### src/hdl/frame_dma_pkg.sv
//============================================================
// Shared types, constants and colour-bar lookup for the DMA
// frame readout path, imported by the pclk_div2 RTL blocks
//============================================================
`default_nettype none

package frame_dma_pkg;

	typedef logic [127:0] dma_word_t;	// Eight RGB565 pixels
	typedef logic [15:0]  rgb565_t;		// BGR565 bit order

	localparam int PIX_PER_WORD  = 8;
	localparam int FSYNC_STRETCH = 31;	// Read fsync length in cycles
	localparam int NUM_BARS      = 8;

	// Read session state
	typedef enum logic {
		SESS_IDLE   = 1'b0,
		SESS_ACTIVE = 1'b1
	} sess_state_e;

	//============================================================
	// Bar colours, BGR565 so red sits in the low bits
	//============================================================
	localparam rgb565_t COLOR_RED     = 16'h001F;
	localparam rgb565_t COLOR_GREEN   = 16'h07E0;
	localparam rgb565_t COLOR_BLUE    = 16'hF800;
	localparam rgb565_t COLOR_YELLOW  = 16'h07FF;
	localparam rgb565_t COLOR_CYAN    = 16'hFFE0;
	localparam rgb565_t COLOR_MAGENTA = 16'hF81F;
	localparam rgb565_t COLOR_WHITE   = 16'hFFFF;
	localparam rgb565_t COLOR_BLACK   = 16'h0000;

	// Left to right bar order
	localparam rgb565_t BAR_COLORS [NUM_BARS] = '{
		COLOR_RED, COLOR_GREEN, COLOR_BLUE, COLOR_YELLOW,
		COLOR_CYAN, COLOR_MAGENTA, COLOR_WHITE, COLOR_BLACK
	};

	// Colour of pixel x for bars of bar_width pixels
	function automatic rgb565_t color_bar_bgr565(input int unsigned x,
			input int unsigned bar_width);
		int unsigned idx;
		idx = x / bar_width;
		if (idx > NUM_BARS - 1)
			idx = NUM_BARS - 1;	// Past the last bar stays black
		return BAR_COLORS[idx];
	endfunction

endpackage

`default_nettype wire

### src/hdl/dma_read_session.sv
//============================================================
// DMA read session: opens on command start, counts one frame
// of read words, stretches the read frame sync at the start
//============================================================
`timescale 1ns/10ps
`default_nettype none

module dma_read_session #(
	parameter int H_WORDS = 160,
	parameter int V_LINES = 720
) (
	input  wire logic pclk_div2,
	input  wire logic core_rst_n,
	input  wire logic i_cmd_start,		// One-cycle DMA start
	input  wire logic i_rd_en,			// Per-word read strobe
	output logic      o_session_start,
	output logic      o_session_active,
	output logic      o_rd_fsync
);

	import frame_dma_pkg::*;

	localparam int FRAME_WORDS = H_WORDS * V_LINES;
	localparam int CNT_W       = $clog2(FRAME_WORDS + 1);
	localparam int STR_W       = $clog2(FSYNC_STRETCH + 1);

	sess_state_e      state_q;
	logic [CNT_W-1:0] word_cnt_q;
	logic [STR_W-1:0] stretch_q;
	logic             last_word;

	// Starts while a frame is still in flight are dropped
	assign o_session_start = i_cmd_start && (state_q == SESS_IDLE);
	assign last_word       = (word_cnt_q == CNT_W'(FRAME_WORDS - 1));

	//============================================================
	// Session FSM and frame word counter
	//============================================================
	always_ff @(posedge pclk_div2 or negedge core_rst_n) begin
		if (!core_rst_n) begin
			state_q    <= SESS_IDLE;
			word_cnt_q <= '0;
		end else begin
			case (state_q)
				SESS_IDLE: begin
					if (o_session_start) begin
						state_q    <= SESS_ACTIVE;
						word_cnt_q <= '0;
					end
				end
				SESS_ACTIVE: begin
					if (i_rd_en) begin
						if (last_word) begin	// Frame consumed
							state_q    <= SESS_IDLE;
							word_cnt_q <= '0;
						end else begin
							word_cnt_q <= word_cnt_q + CNT_W'(1);
						end
					end
				end
				default: state_q <= SESS_IDLE;
			endcase
		end
	end

	// Frame sync stretch, loaded on an accepted start
	always_ff @(posedge pclk_div2 or negedge core_rst_n) begin
		if (!core_rst_n)
			stretch_q <= '0;
		else if (o_session_start)
			stretch_q <= STR_W'(FSYNC_STRETCH);
		else if (stretch_q != '0)
			stretch_q <= stretch_q - STR_W'(1);
	end

	assign o_session_active = (state_q == SESS_ACTIVE);
	assign o_rd_fsync       = (stretch_q != '0);

endmodule

`default_nettype wire

### src/hdl/bar_pattern_gen.sv
//============================================================
// Post-DDR colour-bar source, the word coordinate steps on
// each read strobe and selects the bar colour of the word
//============================================================
`timescale 1ns/10ps
`default_nettype none

module bar_pattern_gen #(
	parameter int H_WORDS       = 160,
	parameter int V_LINES       = 720,
	parameter int BAR_WIDTH_PIX = 160
) (
	input  wire logic                pclk_div2,
	input  wire logic                core_rst_n,
	input  wire logic                i_session_start,	// Restart coordinates
	input  wire logic                i_rd_en,
	output frame_dma_pkg::dma_word_t o_pattern_word
);

	import frame_dma_pkg::*;

	localparam int X_W     = (H_WORDS > 1) ? $clog2(H_WORDS) : 1;
	localparam int PIX_X_W = X_W + $clog2(PIX_PER_WORD);

	logic [X_W-1:0]     word_x_q;
	logic [PIX_X_W-1:0] pix_x;
	logic               x_wrap;
	rgb565_t            bar_color;

	assign x_wrap = (word_x_q == X_W'(H_WORDS - 1));

	//============================================================
	// Coordinate counter
	//============================================================
	always_ff @(posedge pclk_div2 or negedge core_rst_n) begin
		if (!core_rst_n) begin
			word_x_q <= '0;
		end else if (i_session_start) begin
			word_x_q <= '0;
		end else if (i_rd_en) begin	// Runs with or without a session
			if (x_wrap) begin
				word_x_q <= '0;
			end else begin
				word_x_q <= word_x_q + X_W'(1);
			end
		end
	end

	// First pixel of the current word
	assign pix_x = PIX_X_W'(word_x_q) * PIX_X_W'(PIX_PER_WORD);

	assign bar_color = color_bar_bgr565(pix_x, BAR_WIDTH_PIX);

	// Same colour in all pixel slots, bars are word aligned
	assign o_pattern_word = {PIX_PER_WORD{bar_color}};

endmodule

`default_nettype wire

### src/hdl/link_led_blink.sv
//============================================================
// Link LED, blinks while both PCIe link-up flags are high
//============================================================
`timescale 1ns/10ps
`default_nettype none

module link_led_blink #(
	parameter int LED_CNT_WIDTH = 27
) (
	input  wire logic pclk_div2,
	input  wire logic core_rst_n,
	input  wire logic i_smlh_link_up,
	input  wire logic i_rdlh_link_up,
	output logic      o_led
);

	logic [LED_CNT_WIDTH-1:0] blink_cnt_q;
	logic                     link_ok;

	assign link_ok = i_smlh_link_up & i_rdlh_link_up;

	// Counter frozen while the link is down
	always_ff @(posedge pclk_div2 or negedge core_rst_n) begin
		if (!core_rst_n) begin
			blink_cnt_q <= '0;
			o_led       <= 1'b1;	// LED lit out of reset
		end else if (link_ok) begin
			blink_cnt_q <= blink_cnt_q + LED_CNT_WIDTH'(1);
			if (&blink_cnt_q)
				o_led <= ~o_led;	// Once per counter wrap
		end
	end

endmodule

`default_nettype wire

### src/hdl/frame_dma_source.sv
//============================================================
// DMA frame readout top, feeds the read word from frame data
// or from the colour-bar pattern and drives the link LED
//============================================================
`timescale 1ns/10ps
`default_nettype none

module frame_dma_source #(
	parameter int H_WORDS       = 160,	// DMA words per line
	parameter int V_LINES       = 720,
	parameter int BAR_WIDTH_PIX = 160,
	parameter int LED_CNT_WIDTH = 27
) (
	input  wire logic                     pclk_div2,
	input  wire logic                     core_rst_n,
	input  wire logic                     i_cmd_start,
	input  wire logic                     i_rd_en,
	input  wire frame_dma_pkg::dma_word_t i_frame_data,	// Frame buffer read data
	input  wire logic                     i_pattern_en,
	input  wire logic                     i_smlh_link_up,
	input  wire logic                     i_rdlh_link_up,
	output frame_dma_pkg::dma_word_t      o_rd_data,
	output logic                          o_rd_fsync,
	output logic                          o_session_active,
	output logic                          o_led
);

	import frame_dma_pkg::*;

	logic      session_start;
	dma_word_t pattern_word;

	//============================================================
	// Read session control
	//============================================================
	dma_read_session #(
		.H_WORDS			(H_WORDS),
		.V_LINES			(V_LINES)
	) u_dma_read_session (
		.pclk_div2			(pclk_div2),
		.core_rst_n			(core_rst_n),
		.i_cmd_start		(i_cmd_start),
		.i_rd_en			(i_rd_en),
		.o_session_start	(session_start),
		.o_session_active	(o_session_active),
		.o_rd_fsync			(o_rd_fsync)
	);

	// Colour-bar test pattern
	bar_pattern_gen #(
		.H_WORDS			(H_WORDS),
		.V_LINES			(V_LINES),
		.BAR_WIDTH_PIX		(BAR_WIDTH_PIX)
	) u_bar_pattern_gen (
		.pclk_div2			(pclk_div2),
		.core_rst_n			(core_rst_n),
		.i_session_start	(session_start),
		.i_rd_en			(i_rd_en),
		.o_pattern_word		(pattern_word)
	);

	link_led_blink #(
		.LED_CNT_WIDTH		(LED_CNT_WIDTH)
	) u_link_led_blink (
		.pclk_div2			(pclk_div2),
		.core_rst_n			(core_rst_n),
		.i_smlh_link_up		(i_smlh_link_up),
		.i_rdlh_link_up		(i_rdlh_link_up),
		.o_led				(o_led)
	);

	// DMA expects 1-cycle read latency from rd_en, which the
	// coordinate step supplies. A register stage here would
	// repeat a word at every packet boundary.
	assign o_rd_data = i_pattern_en ? pattern_word : i_frame_data;

endmodule

`default_nettype wire

### config.mk
export PLATFORM = sky130hd
export DESIGN_NAME = frame_dma_source
export DESIGN_NICKNAME = d
export VERILOG_FILES = /design/src/hdl/frame_dma_pkg.sv /design/src/hdl/dma_read_session.sv /design/src/hdl/bar_pattern_gen.sv /design/src/hdl/link_led_blink.sv /design/src/hdl/frame_dma_source.sv
export SDC_FILE = /design/constraint.sdc
export NUM_CORES = 1
export LEC_CHECK = 0
export ABC_AREA = 1
export BUFFER_PORTS_ARGS = -buffer_cell sky130_fd_sc_hd__buf_4
export CAP_MARGIN = 20
export CORE_MARGIN = 8
export CORE_UTILIZATION = 40
export DETAILED_ROUTE_END_ITERATION = 10
export GPL_TIMING_DRIVEN = 1
export PLACE_DENSITY = 0.77
export SLEW_MARGIN = 20
export SYNTH_ARGS = -nofsm -noshare
export SYNTH_HDL_FRONTEND = slang
export SYNTH_SLANG_ARGS = --single-unit
### constraint.sdc
create_clock -name pclk_div2 -period 2.4 [get_ports pclk_div2]
set_input_delay 0.12 -clock pclk_div2 [delete_from_list [all_inputs] [get_ports pclk_div2]]
set_output_delay 0.12 -clock pclk_div2 [all_outputs]
set_load 0.01 [all_outputs]
# Yosys cells after proc, flatten, opt, wreduce, memory -nomap -nowiden
# Memories as Yosys holds them, arrays and structs flattened.
# Index checks and enable logic that the tools add are counted.
[classes]
add_sub_neg = 4
n_div = 1
order_cmp = 2
eq_ne = 4
muxes = 17
n_bitwise = 4
reduce_logical = 6
[op_table]
columns = ["op", "n"]
rows = [
  ["$mux 128", 1],
  ["$mux 17", 3],
  ["$pmux 17 s2", 1],
  ["$ge 33x4->1 const B", 1],
  ["$not 32->33", 1],
  ["$div 11x8->32 const B", 1],
  ["$gt 32x3->1 const B", 1],
  ["$mux 16", 2],
  ["$mux 32", 1],
  ["$reduce_and 28->1", 1],
  ["$add 27x1->27 const B", 1],
  ["$mux 8", 3],
  ["$add 17x1->17 const B", 1],
  ["$eq 17x17->1 const B", 1],
  ["$mux 5", 2],
  ["$add 8x1->8 const B", 1],
  ["$eq 8x8->1 const B", 1],
  ["$reduce_bool 5->1", 1],
  ["$sub 5x1->5 const B", 1],
  ["$ne 2x2->1 const B", 2],
  ["$reduce_bool 2->1", 2],
  ["$mux 1", 3],
  ["$not 1->1", 2],
  ["$pmux 1 s2", 1],
  ["3 further kinds", 3],
]
[word_totals]
regBits = 59
rom_bits = 128
in_bits = 135
elab_cells = 45
n_memories = 1
[mem_list]
columns = ["name", "words", "word_bits", "read_ports", "rd_clocked_by_memory_dff", "write_ports", "line_no", "rtl"]
rows = [
  ["(no name shown)", 8, 16, 1, 0, 0, "frame_dma_pkg.sv:47", "return BAR_COLORS[idx];"],
]

# Longest topological paths before layout
[depth]
ltp_word = 8
depth_mapped = 21
ltp_nobuf = 20

# By module
# From an unflattened synthesis, not the netlist that was laid out.
[hier_totals]
cells_unflattened = 1052
area_unflattened_um2 = 6525.0
[modules_own_cells]
columns = ["mod", "n_inst", "cells_per_inst", "area_per_inst_um2", "seq_area_each_um2"]
rows = [
  ["bar_pattern_gen", 1, 245, 1811.7, 200.2],
  ["frame_dma_source", 1, 413, 1756.7, 0.0],
  ["link_led_blink", 1, 198, 1599.0, 701.9],
  ["dma_read_session", 1, 196, 1357.6, 575.6],
]

# Worst setup path after synthesis
# OpenSTA, ideal clock, no wires.
[synth_timing]
kind = "register -> output"
start = "register u_bar_pattern_gen.word_x_q[5]"
end = "output port o_rd_data[100]"
arrival_ps = 2591
t_required_ps = 2280
slack_ps = -311
stages_incl_launch_ff = 20
path_cell_list = "dfrtp_1 -> nor2_2 -> inv_2 -> ha_1 -> o21ai_4 -> nand2_1 -> o21ai_2 -> inv_1 -> nand2_1 -> nand2_2 -> nand2_2 -> nand3_2 -> nand2_1 -> nand2_2 -> nor2_4 -> nand3_1 -> nand3_1 -> nand3_2 -> buf_6 -> nand2_1"
[synth_via]
elab_chain_len = 8
[synth_lines]
columns = ["element", "line_no", "rtl"]
rows = [
  ["start, declared", "bar_pattern_gen.sv:25", "logic [X_W-1:0] word_x_q;"],
  ["start signal, assigned", "bar_pattern_gen.sv:44", "word_x_q <= word_x_q + X_W'(1);"],
  ["$div 11x8->32 *", "frame_dma_pkg.sv:44", "idx = x / bar_width;"],
  ["$gt 32x3->1", "frame_dma_pkg.sv:45", "if (idx > NUM_BARS - 1)"],
  ["$mux 32 *", "frame_dma_pkg.sv:45", ""],
  ["$not 32->33 (implied by the code) *", "frame_dma_pkg.sv:47", ""],
  ["$mem_v2 8x16 *", "--", ""],
  ["$mux 16 (implied by the code) * (2 in series)", "frame_dma_pkg.sv:47", ""],
  ["$mux 128 *", "frame_dma_source.sv:75", "assign o_rd_data = i_pattern_en ? pattern_word : i_frame_data;"],
  ["end, declared", "frame_dma_source.sv:22", "output frame_dma_pkg::dma_word_t o_rd_data,"],
]
# Every way passes the cells marked *; elsewhere a longest branch is shown, timed or not. The select of a mux whose other input is x is not followed.

# Final worst setup path
[layout_timing]
start = "register u_bar_pattern_gen.word_x_q[5]"
end = "output port o_rd_data[28]"
# Same word-level chain as after synthesis.

==> results.ini <==
[setup_path]
crit_cells = 20
cp.required_ps = 2280
worstPathCellList = nor2_4 -> inv_2 -> ha_4 -> o21ai_4 -> nand2_2 -> o21ai_4 -> inv_2 -> nand2_2 -> nand2_2 -> nand2_2 -> nand3_4 -> buf_6 -> nor2_4 -> inv_4 -> buf_6 -> o21ai_4 -> buf_12 -> clkbuf_16 -> nand2_1 -> buf_6
reg2regPathDepth = 14
arrival_ps = 3160
endpoint_kind = primary output
cp_top_family = buffers and inverters
worst-path-max-fanout = 8
slowest_delay_ps = 400
reg2reg_to = u_link_led_blink.blink_cnt_q[24]
r2r_slack_ps = 50
crit_type = register to primary output
critPathBufInv = 8
cpMostUsedCell = nand2_2
timing.rr.start = u_link_led_blink.blink_cnt_q[0]
critPathLaunchType = register
slowest_stage = dfrtp_1

[drt]
wl_met1_um = 9188
met3_wirelength_um = 2989
wl_per_cell_um = 20.77
drt-initial-drc-count = 530
drcViolationCount = 0
antenna_left = 0
vias = 5907
wl_met2_um = 11100
routed.top_layer = met5
routed_wl_um = 23740
viasPerCell = 5.168
drtPass1Iterations = 6

[final_layout]
fin_util = 0.8043
num-fill-cells = 687
n_antenna_cell = 0
regArea_um2 = 1479
nets = 1140
drive_above_1_share = 0.5224
stdcell_area_um2 = 8757
multiInputGateArea_um2 = 3369
synthToLayoutAreaGrowth_pct = 95.07

[clock_network]
htreeDepth = 3
cts_root_buf = clkbuf_8
cts_buffer_depth = 2
clk_latency_ps = 340
cts_buffers = 9
cts_tree = yes
clk_pin_slew_ps = 60
clock_sinks = 59

[yosys]
synthCells = 679
synth-seq-area-share = 0.3292
async_flop_share = 1.000
synth-edff-count = 0
ys_ff_latch = 59
syn_nets = 821
syn_avg_cell_area_um2 = 6.612
synth_area_leaders = dfrtp_1 (32%), nand2_1 (25%), nand2_2 (5.4%), inv_1 (5.4%), xor2_1 (4.3%)
ys_types = 41
yosys_most_used_dff = dfrtp_1
synth_area_um2 = 4489
synth_most_common_cell = nand2_1
yosysTopAreaCellShare = 0.3233
synth_top_cells_by_count = nand2_1 (297), inv_1 (64), dfrtp_1 (58), nand2_2 (39), nor2_1 (33)
yosysTopAreaCell = dfrtp_1
yosysWarnings = 0

[timing]
slew_violations = 0
min_period_ps = 3279
layout_worst_path_cycle_share = 1.366
fin_setup_tns_ps = -103770
tightest_slew_ps = 718.2
fmax_ghz = 0.3049
finalWorstSetupSlack_ps = -879.3
setup_violations = 128
rsz0062_at_grt = true
final_hold_viol_count = 0
clock_skew_ps = 15.30
slew_headroom = 0.5212

[global_routing]
grt_usage = 0.2639
grt_max_degree = 129
grt-ovfl-total = 0
antenna_found_initial = 3
grt_first_pass_wirelength_um = 29880
grt_pass1_vias = 5177

[floorplan]
initial_utilization = 0.4123
die_x_um = 121.9
io_pins = 266
fp.dieH_um = 121.9
rows = 38
core-area_um2 = 10890
design.die.area_um2 = 14870

[min_path]
hold_class = input pin to register
min_to = u_bar_pattern_gen.word_x_q[1]
whs_path_depth = 3
hold_start = i_rd_en

[placement]
pre_cts_slack_ps = -462.2
dpl-instance-area_um2 = 7179
dpl.hpwl_um = 16650
port_buffers = 265
routabilityCongestion = 0.9568

[pwr]
cellLeakagePower_nw = 4.748
p_per_area_nw_per_um2 = 778.4
ir_drop_uv = 598.7

[status]
status = complete, but fails checks
violations = setup timing

[job]
maxCapViolations = 0

## final cells by class
cell class / count / share of cell area
clock buffer: 16 / 0.01943
inverter: 67 / 0.02915
multi-input combinational: 523 / 0.3848
sequential: 59 / 0.1689
tap: 140 / 0.02000
timing repair buffer: 338 / 0.3778
## worst max path at each step
stage	startpoint	endpoint	slack, ps
after floorplan	u_bar_pattern_gen.word_x_q[6]	o_rd_data[0]	-170
after global placement	u_bar_pattern_gen.word_x_q[6]	o_rd_data[30]	-400
after detailed placement	u_bar_pattern_gen.word_x_q[6]	o_rd_data[30]	-460
after CTS	u_bar_pattern_gen.word_x_q[6]	o_rd_data[97]	-770
after global routing	u_bar_pattern_gen.word_x_q[5]	o_rd_data[28]	-1010
final	u_bar_pattern_gen.word_x_q[5]	o_rd_data[28]	-880
## sequential cells by signal, indices dropped and copies added (netlist names)
| name | cells |
|---|---|
| u_dma_read_session.word_cnt_q | 17 |
| u_dma_read_session.o_session_active | 1 |
| u_link_led_blink.o_led | 1 |
| u_dma_read_session.stretch_q | 5 |
| u_bar_pattern_gen.word_x_q | 8 |
| u_link_led_blink.blink_cnt_q | 27 |
## kinds of logic (layout without fill, tap and decap cells)
kind of cell / Yosys count / after routing / share of synthesized area
fa+ha+maj: 7 / 7 / 0.01951
compound gates: 52 / 52 / 0.07749
buf+inv: 97 / 421 / 0.09532
flops: 59 / 59 / 0.3292
mux: 1 / 1 / 0.002508
xor+xnor: 34 / 34 / 0.06633
simple gates: 429 / 429 / 0.4097
## cell usage in the layout, fill, tap and decap left out, drive strengths merged, types with 11 or more instances in the layout
master | synthesis | routed
xor2 | 22 | 22
o22ai | 11 | 11
nor3 | 11 | 11
o21ai | 14 | 14
a21oi | 14 | 14
nand3 | 32 | 32
inv | 67 | 66
buf | 14 | 331
clkbuf | 16 | 22
nand2 | 336 | 336
dfrtp | 58 | 58
nor2 | 36 | 36
xnor2 | 12 | 12
## routing by layer
layer / vias up / track usage
met5: - / 0
met4: 6 / 0.05012
met3: 46 / 0.1282
met2: 294 / 0.3980
met1: 2803 / 0.3367
li1: 2758 / -
## per-stage QoR
step | total power (W) | cells | hold WS [ps]
final | 0.006816 | 1143 | 90.36
after global routing | 0.007126 | 1143 | 95.19
after CTS | 0.005943 | 1129 | 79.11
after detailed placement | 0.004733 | 1101 | 224.4
after global placement | 0.004691 | 1101 | 217.7
after floorplan | 0.003132 | 679 | -175.6
## power by group
group | internal (W) | switching (W) | total [W]
combinational | 0.00232 | 0.00231 | 0.00464
sequential | 0.00121 | 0.000172 | 0.00138
clock | 0.000434 | 0.000362 | 0.000796
## worst reg2reg max path: stages (launching register included)
cell     delay (ps)
dfrtp_1         380
buf_6           130
ha_4            140
nand3_4          80
nor2_4          120
nand2_2          80
inv_2            50
nand4_1         120
nor4_2          290
nand2_1         130
nor2_2          140
nand4_1         160
nor2_1          190
xnor2_1         140
inv_1            60
## repair_timing
item	CTS	global route
cloned	4	7
endpoints found under the setup margin	128	135
endpoints found under the hold margin	58	0
hold buffers	1	0
pin swaps	2	17
resized for setup	84	181
buffers inserted	7	8
Note: power is estimated with default switching activity, not from simulation.
